File: src/hdl/rob_defs.svh
// ============================================================
// Sizes shared by the ROB store-release design
// ROB_ENTRIES must be a power of two, the pointers wrap freely
// Sequence numbers are not allowed to wrap within one run
// ============================================================
`ifndef ROB_DEFS_SVH
`define ROB_DEFS_SVH

// Number of slots in the reorder buffer
`define ROB_ENTRIES 8

// Width of the monotonic sequence number given at dispatch
`define SN_W 8

// Store address width, also the AXI4-Lite AWADDR width
`define ADDR_W 32

// Store data width, also the AXI4-Lite WDATA width
// The write strobe in rob_pkg assumes four byte lanes
`define DATA_W 32

`endif

File: src/hdl/rob_pkg.sv
// ============================================================
// Types for the ROB table, the detectors and the AXI writes
// The strobe is fixed at four bits, so DATA_W must stay 32
// ============================================================
`include "rob_defs.svh"

package rob_pkg;

	// Index of one ROB slot
	typedef logic [$clog2(`ROB_ENTRIES)-1:0] rob_ndx_t;

	// Sequence number, smaller means older in program order
	typedef logic [`SN_W-1:0] seqnum_t;

	// Kind of micro-op held in a slot
	typedef enum logic [1:0] {
		OP_ALU   = 2'd0,
		OP_FC    = 2'd1,
		OP_STORE = 2'd2
	} op_kind_t;

	// One ROB slot
	// done[0] is set on execute, done[1] on branch resolve or store write
	typedef struct packed {
		logic                v;
		seqnum_t             sn;
		op_kind_t            kind;
		logic [1:0]          done;
		logic [`ADDR_W-1:0]  addr;
		logic [`DATA_W-1:0]  data;
	} rob_entry_t;

	// Dispatch request, the sequence number is given by the table
	typedef struct packed {
		op_kind_t            kind;
		logic [`ADDR_W-1:0]  addr;
		logic [`DATA_W-1:0]  data;
	} dispatch_t;

	// Completion request, mask is ORed into done of slot id
	typedef struct packed {
		rob_ndx_t            id;
		logic [1:0]          mask;
	} complete_t;

	// AXI4-Lite write address payload
	typedef struct packed {
		logic [`ADDR_W-1:0]  addr;
		logic [2:0]          prot;
	} aw_t;

	// AXI4-Lite write data payload
	typedef struct packed {
		logic [`DATA_W-1:0]  data;
		logic [3:0]          strb;
	} w_t;

endpackage

File: src/hdl/axil_chan_reg.sv
// ============================================================
// Holding register for one AXI4-Lite request channel
// Load only while busy is low, the payload is not replaced
// while valid waits for ready
// ============================================================

module axil_chan_reg
#(
	parameter type payload_t = logic
)
(
	input  logic     clk,
	input  logic     rst_n,
	input  logic     load,
	input  payload_t load_data,
	output logic     busy,
	output logic     valid,
	input  logic     ready,
	output payload_t data
);

	// A channel is busy for exactly as long as it presents valid
	assign busy = valid;

	// Valid rises the cycle after load and drops after the handshake.
	// A load in the same cycle as the handshake keeps it high
	always_ff @(posedge clk or negedge rst_n)
	begin
		if (!rst_n)
			valid <= 1'b0;
		else if (load)
			valid <= 1'b1;
		else if (ready)
			valid <= 1'b0;
	end

	// Payload is captured on load and then held until the next load
	always_ff @(posedge clk)
	begin
		if (load)
			data <= load_data;
	end

endmodule

File: src/hdl/has_previous_fc.sv
// ============================================================
// Combinational check for an older unresolved branch
// Relies on sequence numbers that never wrap
// ============================================================
`include "rob_defs.svh"

module has_previous_fc
(
	input  rob_pkg::rob_ndx_t                      id,
	input  rob_pkg::rob_entry_t [`ROB_ENTRIES-1:0] rob,
	output logic                                   has_previous_fc
);

	// A store may not reach memory while program flow can still change.
	// Any valid FC op older than entry id that is not fully done blocks it
	always_comb
	begin
		has_previous_fc = 1'b0;
		for (int n = 0; n < `ROB_ENTRIES; n++)
		begin
			// Entry id itself never matches since its sn is not less than its own
			if (rob[n].v &&
				rob[n].kind == rob_pkg::OP_FC &&
				rob[n].sn < rob[id].sn &&
				rob[n].done != 2'b11)
				has_previous_fc = 1'b1;
		end
	end

endmodule

File: src/hdl/has_previous_store.sv
// ============================================================
// Combinational check for an older store not yet written
// Keeps memory writes in program order
// Relies on sequence numbers that never wrap
// ============================================================
`include "rob_defs.svh"

module has_previous_store
(
	input  rob_pkg::rob_ndx_t                      id,
	input  rob_pkg::rob_entry_t [`ROB_ENTRIES-1:0] rob,
	output logic                                   has_previous_store
);

	// An older store blocks this one until its B response has set done[1].
	// A store that has not even executed yet blocks as well, so a young
	// store can never overtake an older one on the bus
	always_comb
	begin
		has_previous_store = 1'b0;
		for (int n = 0; n < `ROB_ENTRIES; n++)
		begin
			if (rob[n].v &&
				rob[n].kind == rob_pkg::OP_STORE &&
				rob[n].sn < rob[id].sn &&
				rob[n].done != 2'b11)
				has_previous_store = 1'b1;
		end
	end

endmodule

File: src/hdl/rob_store_top.sv
// ============================================================
// ROB with in-order store release over AXI4-Lite writes
// bready is tied high and bresp is not checked
// Dispatch is only legal while full is low
// ============================================================
`include "rob_defs.svh"

module rob_store_top
(
	input  logic                 clk,
	input  logic                 rst_n,
	input  logic                 disp_valid,
	input  rob_pkg::dispatch_t   disp,
	output rob_pkg::rob_ndx_t    disp_id,
	input  logic                 cpl_valid,
	input  rob_pkg::complete_t   cpl,
	output logic                 full,
	output logic                 commit,
	output rob_pkg::seqnum_t     commit_sn,
	output logic                 awvalid,
	input  logic                 awready,
	output logic [`ADDR_W-1:0]   awaddr,
	output logic [2:0]           awprot,
	output logic                 wvalid,
	input  logic                 wready,
	output logic [`DATA_W-1:0]   wdata,
	output logic [3:0]           wstrb,
	input  logic                 bvalid,
	output logic                 bready,
	input  logic [1:0]           bresp
);

	rob_pkg::rob_entry_t [`ROB_ENTRIES-1:0] rob;
	rob_pkg::rob_ndx_t cand_id;
	logic has_previous_fc;
	logic has_previous_store;
	logic aw_load;
	logic w_load;
	rob_pkg::aw_t aw_payload;
	rob_pkg::w_t w_payload;
	rob_pkg::aw_t aw_q;
	rob_pkg::w_t w_q;
	logic aw_busy;
	logic w_busy;
	logic wr_done_valid;
	rob_pkg::rob_ndx_t wr_done_id;
	logic b_seen;

	// Responses are always accepted, any bresp value counts as done
	assign bready = 1'b1;
	assign b_seen = bvalid && bready;

	rob_table u_table (.clk, .rst_n, .disp_valid, .disp, .disp_id, .full, .cpl_valid, .cpl,
		.wr_done_valid, .wr_done_id, .rob, .commit, .commit_sn);

	// ============================================================
	// Release rule
	// ============================================================
	// Both detectors look at the same candidate in parallel
	has_previous_fc u_fc (.id(cand_id), .rob, .has_previous_fc);
	has_previous_store u_st (.id(cand_id), .rob, .has_previous_store);

	store_release u_rel (.clk, .rst_n, .rob, .cand_id, .has_previous_fc, .has_previous_store,
		.aw_load, .aw_payload, .w_load, .w_payload, .bvalid(b_seen), .wr_done_valid,
		.wr_done_id);

	// A channel still waiting for ready never takes a new payload
	axil_chan_reg #(.payload_t(rob_pkg::aw_t)) u_aw (.clk, .rst_n,
		.load(aw_load && !aw_busy), .load_data(aw_payload), .busy(aw_busy),
		.valid(awvalid), .ready(awready), .data(aw_q));

	axil_chan_reg #(.payload_t(rob_pkg::w_t)) u_w (.clk, .rst_n,
		.load(w_load && !w_busy), .load_data(w_payload), .busy(w_busy),
		.valid(wvalid), .ready(wready), .data(w_q));

	assign awaddr = aw_q.addr;
	assign awprot = aw_q.prot;
	assign wdata = w_q.data;
	assign wstrb = w_q.strb;

endmodule

File: src/hdl/rob_table.sv
// ============================================================
// Circular ROB with dispatch at the tail and retire at the head
// The driver must not dispatch while full is high
// Retirement is one entry per cycle, with no flush support
// ============================================================
`include "rob_defs.svh"

module rob_table
(
	input  logic                                   clk,
	input  logic                                   rst_n,
	input  logic                                   disp_valid,
	input  rob_pkg::dispatch_t                     disp,
	output rob_pkg::rob_ndx_t                      disp_id,
	output logic                                   full,
	input  logic                                   cpl_valid,
	input  rob_pkg::complete_t                     cpl,
	input  logic                                   wr_done_valid,
	input  rob_pkg::rob_ndx_t                      wr_done_id,
	output rob_pkg::rob_entry_t [`ROB_ENTRIES-1:0] rob,
	output logic                                   commit,
	output rob_pkg::seqnum_t                       commit_sn
);

	// Occupancy must be able to hold the value ROB_ENTRIES itself
	localparam int CNT_W = $clog2(`ROB_ENTRIES + 1);

	rob_pkg::rob_entry_t [`ROB_ENTRIES-1:0] slot;
	logic [`ROB_ENTRIES-1:0] vld;
	rob_pkg::rob_ndx_t head;
	rob_pkg::rob_ndx_t tail;
	logic [CNT_W-1:0] count;
	rob_pkg::seqnum_t next_sn;
	logic disp_go;

	// The new op lands at the tail, its index is known at once
	assign disp_id = tail;
	assign full = count == CNT_W'(`ROB_ENTRIES);
	assign disp_go = disp_valid && !full;

	// Slot contents with the valid bits taken from the reset register
	always_comb
	begin
		for (int i = 0; i < `ROB_ENTRIES; i++)
		begin
			rob[i] = slot[i];
			rob[i].v = vld[i];
		end
	end

	// The head retires as soon as both done bits are set
	assign commit = rob[head].v && rob[head].done == 2'b11;
	assign commit_sn = rob[head].sn;

	// ============================================================
	// Slot payload
	// ============================================================
	always_ff @(posedge clk)
	begin
		// Completion from the execute side ORs in its mask
		if (cpl_valid)
			slot[cpl.id].done <= slot[cpl.id].done | cpl.mask;
		// Store write finished on the bus, mark it written
		if (wr_done_valid)
			slot[wr_done_id].done[1] <= 1'b1;
		// A slot being dispatched is never the target of the two above
		if (disp_go)
			slot[tail] <= '{v: 1'b1, sn: next_sn, kind: disp.kind, done: 2'b00,
				addr: disp.addr, data: disp.data};
	end

	// ============================================================
	// Pointers, occupancy and sequence counter
	// ============================================================
	always_ff @(posedge clk or negedge rst_n)
	begin
		if (!rst_n)
		begin
			vld <= '0;
			head <= '0;
			tail <= '0;
			count <= '0;
			next_sn <= '0;
		end
		else
		begin
			if (commit)
			begin
				vld[head] <= 1'b0;
				head <= rob_pkg::rob_ndx_t'(head + 1'b1);
			end
			// When full the tail equals the head, but dispatch is blocked then
			if (disp_go)
			begin
				vld[tail] <= 1'b1;
				tail <= rob_pkg::rob_ndx_t'(tail + 1'b1);
				next_sn <= rob_pkg::seqnum_t'(next_sn + 1'b1);
			end
			case ({disp_go, commit})
				2'b10: count <= CNT_W'(count + 1'b1);
				2'b01: count <= CNT_W'(count - 1'b1);
				default: count <= count;
			endcase
		end
	end

endmodule

File: src/hdl/store_release.sv
// ============================================================
// Releases the oldest eligible store to the AXI4-Lite write side
// Only one write is outstanding at a time
// The response code is ignored, every B marks the store written
// ============================================================
`include "rob_defs.svh"

module store_release
(
	input  logic                                   clk,
	input  logic                                   rst_n,
	input  rob_pkg::rob_entry_t [`ROB_ENTRIES-1:0] rob,
	output rob_pkg::rob_ndx_t                      cand_id,
	input  logic                                   has_previous_fc,
	input  logic                                   has_previous_store,
	output logic                                   aw_load,
	output rob_pkg::aw_t                           aw_payload,
	output logic                                   w_load,
	output rob_pkg::w_t                            w_payload,
	input  logic                                   bvalid,
	output logic                                   wr_done_valid,
	output rob_pkg::rob_ndx_t                      wr_done_id
);

	logic cand_found;
	rob_pkg::seqnum_t best_sn;
	logic in_flight;
	logic release_go;
	rob_pkg::rob_ndx_t fly_id;

	// ============================================================
	// Candidate selection
	// ============================================================
	// Oldest valid store whose address and data are ready but which has
	// not been written yet. While a store is in flight it stays the
	// candidate itself, because it is the oldest such store until its
	// write-done lands, so the in_flight gate below covers it
	always_comb
	begin
		cand_found = 1'b0;
		cand_id = '0;
		best_sn = '0;
		for (int n = 0; n < `ROB_ENTRIES; n++)
		begin
			if (rob[n].v && rob[n].kind == rob_pkg::OP_STORE && rob[n].done == 2'b01 &&
				(!cand_found || rob[n].sn < best_sn))
			begin
				cand_found = 1'b1;
				cand_id = rob_pkg::rob_ndx_t'(n);
				best_sn = rob[n].sn;
			end
		end
	end

	// Both detectors answer for cand_id in this same cycle
	assign release_go = cand_found && !in_flight && !has_previous_fc && !has_previous_store;
	assign aw_load = release_go;
	assign w_load = release_go;

	// Plain data access, unprivileged and secure, all four byte lanes written
	always_comb
	begin
		aw_payload.addr = rob[cand_id].addr;
		aw_payload.prot = 3'b000;
		w_payload.data = rob[cand_id].data;
		w_payload.strb = 4'hf;
	end

	// ============================================================
	// In-flight tracking and write-done
	// ============================================================
	// in_flight stays set until the write-done has reached the table,
	// otherwise the store would be picked again with done still 2'b01
	always_ff @(posedge clk or negedge rst_n)
	begin
		if (!rst_n)
		begin
			in_flight <= 1'b0;
			wr_done_valid <= 1'b0;
		end
		else
		begin
			wr_done_valid <= bvalid && in_flight && !wr_done_valid;
			if (release_go)
				in_flight <= 1'b1;
			else if (wr_done_valid)
				in_flight <= 1'b0;
		end
	end

	// Index of the store on the bus
	always_ff @(posedge clk)
	begin
		if (release_go)
			fly_id <= cand_id;
	end

	assign wr_done_id = fly_id;

endmodule

File: config.mk
export PLATFORM = sky130hd
export DESIGN_NAME = rob_store_top
export DESIGN_NICKNAME = d
export VERILOG_FILES = /design/src/hdl/rob_pkg.sv /design/src/hdl/axil_chan_reg.sv /design/src/hdl/has_previous_fc.sv /design/src/hdl/has_previous_store.sv /design/src/hdl/rob_store_top.sv /design/src/hdl/rob_table.sv /design/src/hdl/store_release.sv
export VERILOG_INCLUDE_DIRS = /design/src /design/src/hdl
export SDC_FILE = /design/constraint.sdc
export NUM_CORES = 1
export LEC_CHECK = 0
export ABC_AREA = 1
export BUFFER_PORTS_ARGS = -buffer_cell sky130_fd_sc_hd__clkbuf_2
export CELL_PAD_IN_SITES_DETAIL_PLACEMENT = 1
export CELL_PAD_IN_SITES_GLOBAL_PLACEMENT = 1
export CORE_MARGIN = 8
export CORE_UTILIZATION = 49
export CTS_BUF_LIST = sky130_fd_sc_hd__clkbuf_2 sky130_fd_sc_hd__clkbuf_4 sky130_fd_sc_hd__clkbuf_8
export CTS_CLUSTER_DIAMETER = 100
export DETAILED_ROUTE_END_ITERATION = 12
export PLACE_DENSITY = 0.8
export SYNTH_ARGS = -nofsm -noshare
export SYNTH_HDL_FRONTEND = slang
export SYNTH_HIERARCHICAL = 1
export SYNTH_SLANG_ARGS = --single-unit
export TNS_END_PERCENT = 100
File: constraint.sdc
create_clock -name clk -period 18 [get_ports clk]
set_input_delay 3.6 -clock clk [delete_from_list [all_inputs] [get_ports clk]]
set_output_delay 3.6 -clock clk [all_outputs]
set_load 0.02 [all_outputs]
==> flow_metrics.tcl, run 1 <==
set metrics [dict create \
    grt_pass1_vias 34670 \
    cp_common_cell "nand2_1" \
    pre_cts_slack_ns 1.937 \
    grt_max_degree 98 \
    ios 167 \
    htree_levels 3 \
    drv_cap 0 \
    core_mm2 0.08068 \
    postSynthAreaPerCell_um2 8.522 \
    rows 104 \
    slew_violations 0 \
    worstHoldStart "u_table/count[3]" \
    setup_ws_ns 1.676 \
    port_buffers 163 \
    dpl_cell_area_mm2 0.04108 \
    grt_pass1_wl_um 197200 \
    period_minus_slack_ns 16.32 \
    slowest_delay_ns 1.00 \
    p_leak_nw 20.47 \
    arrival_ns 16.72 \
    cp_max_fo 92 \
    firstDrtPassIters 5 \
    wirelength_um 129300 \
    r2r_start "u_table/rob[64]" \
    clock_sinks 712 \
    grt.overflow.total 0 \
    maxSlewHeadroom 0.1174 \
    final_common_cell "nand2_1" \
    crit_path_start_kind "flop" \
    vias_per_cell 5.587 \
    wire_per_inst_um 21.74 \
    postCtsSetupRepairBufs 0 \
    fin_skew_ns 0.04139 \
    holdWs_ns 0.5204 \
    cts_root_buf "clkbuf_8" \
    period_share 0.9069 \
    dr_total_vias 33240 \
    cp.required_ns 18.39 \
    ctsLongestPathBuffers 3 \
    synth_edf_count 666 \
    final_cell_mix "nand2_1 (1025), inv_1 (761), nor2_1 (744)" \
    insertion_delay_ns 0.76 \
    nFillCells 9695 \
    hold_viol 0 \
    ant_nets 0 \
    synthFlopType "edfxtp_1" \
    hold_class "reg2reg" \
    async_flop_share 0.04213 \
    synth_warnings 6 \
    clk_pin_slew_ns 0.06 \
    total_power_mw 6.841 \
    die_height_um 301.7 \
    rsz0062_at_grt "false" \
    initial_utilization 0.4956 \
    drc_errors 0 \
    antenna_found_initial 2 \
    synthCells 4692 \
    cts_hold_buf 0 \
    ff2ff_setup_slack_ns 1.68 \
    synth_seq_cells 712 \
    crit_start "u_table/rob[64]" \
    syn_area_mm2 0.03999 \
    cts_resized 0 \
    p_per_area_mw_per_mm2 157.1 \
    ys_types 49 \
    cp_slowest_cell "o21ai_0" \
    cts_inserted_buffers 121 \
    syn_to_final_growth_pct 8.905 \
    multi_input_comb_area_mm2 0.01452 \
    tightest_slew_ns 1.310 \
    grtUsageTotal 0.2792 \
    finalSetupViolations 0 \
    layout-drive-gt1-share 0.1000 \
    cp-end-kind "flop" \
    fmax_ghz 0.06126 \
    tns_ns 0 \
    final_cell_area_mm2 0.04355 \
    crit_type "reg2reg" \
    hpwl_um 77350 \
    status "finished, final reports clean" \
    layout.nets 5041 \
    dieArea_mm2 0.09100 \
    cts_tree "built" \
    drtIter0Drc 2618 \
    max-vdd-ir-drop_uv 150.9 \
    place_congestion 0.8816 \
    regArea_mm2 0.02107 \
    yosysSeqAreaShare 0.5269 \
    fp.dieW_um 301.7 \
]
[report_power, final]
part           switching (mW)  internal [mW]  total (mW)
Sequential              0.170           2.16        2.33
Combinational            2.16          0.841        3.00
Clock                   0.690          0.827        1.52
[worst max-delay path: cells and delay by family, from the launching register on]
family,cells,cell delay (ns)
and+or+nand+nor,43,6.07
AOI/OAI and AO/OA,22,5.47
adders and majority gates,8,2.48
buffers and inverters,5,1.16
DFF,1,0.47
[final timing paths]
kind	end	cells past startpoint
worst max-delay path	u_w/data[34]	78
worst min-delay path	u_table/count[3]	2
worst max register to register	u_w/data[34]	78
worst min register to register	u_table/count[3]	2
max in group asynchronous	u_table/next_sn[0]	1
min in group asynchronous	u_w/busy	1
[metrics by stage]
stage            util  instances
2_1_floorplan       -       4697
3_3_place_gp   0.5092       5731
3_5_place_dp   0.5092       5731
4_1_cts        0.5397       5949
5_1_grt        0.5398       5950
6_report       0.5398       5950
[synthesized netlist by cell type (6+ instances only)]
cell	count	area share
o221ai_1	14	0.0031
o2111ai_1	12	0.0026
nand3_2	7	0.0018
buf_4	22	0.0041
buf_2	106	0.013
nor2_4	11	0.0031
nor4_1	9	0.0014
inv_1	761	0.071
buf_6	38	0.011
clkbuf_1	49	0.0046
a31oi_1	12	0.0019
a211oi_1	6	0.0011
nand3_1	594	0.074
buf_8	12	0.0045
nor2_1	744	0.070
o22ai_1	14	0.0022
a21oi_1	51	0.0064
inv_2	18	0.0017
xor2_1	10	0.0022
ha_1	167	0.052
a211o_1	12	0.0026
nand2_1	1026	0.096
edfxtp_1	666	0.50
nor2_2	27	0.0042
buf_1	11	0.0010
dfxtp_1	16	0.0080
o21ai_0	181	0.023
clkinv_1	7	0.00066
dfrtp_1	30	0.019
o21a_1	9	0.0017
nand2_2	10	0.0016
[flip-flops by register name, summed over array words and instances (netlist names), 4 cells and up]
signal and count:
u_table/rob 608, u_table/next_sn 8, u_table/count 4, u_table/vld 8, u_w/data 36, u_aw/data 35
[area by class of cell]
| cell class | instances | share of cell area |
|---|---|---|
| Tap cell | 1060 | 0.03046 |
| Clock buffer | 153 | 0.04405 |
| Inverter | 786 | 0.06824 |
| Clock inverter | 65 | 0.01253 |
| Antenna cell | 1 | 0.00005746 |
| Timing Repair Buffer | 213 | 0.02735 |
| Sequential cell | 712 | 0.4838 |
| Multi-Input combinational cell | 2960 | 0.3335 |
[cell families (layout without fill, tap and decap cells)]
logic type	Yosys count	after routing	share of synthesized area
AO/OA/AOI/OAI	321	321	0.04618
XOR/XNOR	14	14	0.003066
other	3	9	0.0002816
buffers and inverters	1025	1217	0.1125
AND/OR/NAND/NOR	2450	2450	0.2588
adder cells (fa/ha/maj)	167	167	0.05225
flip-flops	712	712	0.5269
[routing by layer]
metal  part of all wire  vias to the layer above  track usage  wire (µm)
met1               0.42                    16420       0.3589      53930
li1                   -                    15280            -          -
met2               0.48                     1215       0.4765      62230
met3              0.065                      322      0.03872       8442
met4              0.037                        0       0.1084       4728
met5                  0                        -            0          0
Power figures use the tool's default switching activity.
==> run 2, diff against run 1 <==
Settings changed: CELL_PAD_IN_SITES_DETAIL_PLACEMENT 1 to 2, CELL_PAD_IN_SITES_GLOBAL_PLACEMENT 1 to 2, CORE_UTILIZATION 49 to 40, CTS_CLUSTER_DIAMETER 100 to default, PLACE_DENSITY 0.8 to 0.81.
==> flow_metrics.tcl, run 2 (synthesized netlist as in run 1, its figures left out) <==
set metrics [dict create \
    drv_cap 0 \
    layout-drive-gt1-share 0.1072 \
    syn_to_final_growth_pct 10.39 \
    period_minus_slack_ns 16.35 \
    grt_pass1_wl_um 230300 \
    antenna_found_initial 2 \
    cts_tree "built" \
    grt.busiest_layer "met2" \
    p_comb_frac 0.452 \
    rr_worst_depth 81 \
    final_common_cell "nand2_1" \
    port_buffers 163 \
    p_seq_frac 0.328 \
    slew_violations 0 \
    rows 116 \
    finalSetupViolations 0 \
    met2_usage 0.4862 \
    vias_per_cell 5.518 \
    status "finished, final reports clean" \
    crit_path_start_kind "flop" \
    ios 167 \
    gr-usage-met3 0.04006 \
    core_mm2 0.09957 \
    nFillCells 11030 \
    ff2ff_setup_slack_ns 1.65 \
    crit_start "u_table/rob[64]" \
    clock_sinks 712 \
    cts_root_buf "clkbuf_8" \
    tns_ns 0 \
    wire_per_inst_um 24.94 \
    r2r_start "u_table/rob[64]" \
    slowest_delay_ns 0.61 \
    grt_pass1_vias 38260 \
    dr_total_vias 34260 \
    regToRegEndpoint "u_aw/data[11]" \
    grtUsageTotal 0.2715 \
    hold_viol 0 \
    global_route.usage.met1 0.3272 \
    grt_max_degree 185 \
    hpwl_um 91940 \
    layout.nets 5064 \
    cp-end-kind "flop" \
    drc_errors 0 \
    period_share 0.9082 \
    power.switching_mw 3.267 \
    ant_nets 0 \
    htree_levels 4 \
    fp.dieW_um 332.2 \
    die_height_um 332.2 \
    largest_register_ffs 608 \
    p_leak_nw 20.63 \
    pwr-share-clk 0.220 \
    crit_type "reg2reg" \
    dpl_cell_area_mm2 0.04147 \
    cp_max_fo 79 \
    tightest_slew_ns 1.128 \
    firstDrtPassIters 7 \
    hold_class "reg2reg" \
    fmax_ghz 0.06117 \
    cp_common_cell "nand2_1" \
    cp.required_ns 18.49 \
    wirelength_um 154900 \
    p_per_area_mw_per_mm2 161.7 \
    final_cell_mix "nand2_1 (1025), inv_1 (761), nor2_1 (744)" \
    drtIter0Drc 2288 \
    rsz0062_at_grt "false" \
    place_congestion 0.8189 \
    critical_path.endpoint "u_aw/data[11]" \
    final_cell_area_mm2 0.04414 \
    maxSlewHeadroom 0.2482 \
    switching_share 0.4577 \
    fin_skew_ns 0.04253 \
    initial_utilization 0.4016 \
    dieArea_mm2 0.1103 \
    clk_pin_slew_ns 0.06 \
    cts_inserted_buffers 133 \
    worstHoldStart "u_table/count[3]" \
    ctsLongestPathBuffers 3 \
    power.internal_mw 3.871 \
    arrival_ns 16.84 \
    insertion_delay_ns 0.84 \
    cp_slowest_cell "nor3_1" \
    max-vdd-ir-drop_uv 106.1 \
    grt.overflow.total 0 \
]
[run 2: stage by stage]
step                      hold slack [ns]  cells  setup WS, ns  utilization  power (mW)
after floorplan                    0.4675   4697         4.478            -       4.337
after global placement             0.4941   5973         1.600       0.4165       5.302
after detailed placement           0.5165   5973         1.108       0.4165       5.509
after CTS                          0.5320   6199        0.7612       0.4421       7.144
after global routing               0.5631   6210        0.3191       0.4434       7.569
final                              0.5363   6210         1.653       0.4434       7.139
[run 2: power by group through the flow]
stage                     combinational (mW)  clock (mW)  sequential (mW)
after floorplan                         1.99           0             2.35
after global placement                  2.95           0             2.35
after detailed placement                3.14           0             2.37
after CTS                               3.19        1.61             2.34
after global routing                    3.53        1.68             2.36
final                                   3.23        1.57             2.34
[run 2: how the worst min path moves through the flow]
stage	slack [ns]	cells after the start	to
2_1_floorplan	0.47	2	u_rel/wr_done_valid
3_3_place_gp	0.49	2	u_rel/wr_done_valid
3_5_place_dp	0.52	2	u_table/count[3]
4_1_cts	0.53	2	u_table/count[3]
5_1_grt	0.56	2	u_table/count[3]
6_report	0.54	2	u_table/count[3]
[run 2: worst max-delay path, delay by kind of cell (launching register included)]
kind,cells,cell delay [ns]
simple gates,45,6.53
buf+inv,7,1.40
compound gates,21,5.12
flops,1,0.46
fa+ha+maj,8,2.39
[run 2: cell type report]
cell class / instances / area (µm²) / share of cell area
sequential: 712 / 21070 / 0.4773
multi-input combinational: 2963 / 14580 / 0.3303
inverter: 786 / 2979 / 0.06749
clock buffer: 182 / 2211 / 0.05008
tap: 1298 / 1624 / 0.03679
timing repair buffer: 221 / 1326 / 0.03004
clock inverter: 44 / 340.3 / 0.007710
antenna: 4 / 10.01 / 0.0002268
[run 2: layer usage]
metal	vias up	wire length, µm
li1	15350	-
met1	17550	63300
met2	1042	78070
met3	326	8367
met4	0	5126
met5	-	0
[run 2: timing repair]
item,in CTS,in global routing
setup buffers,0,3
hold buffers,0,0
endpoints found under the setup margin,0,73
resized for setup,0,12
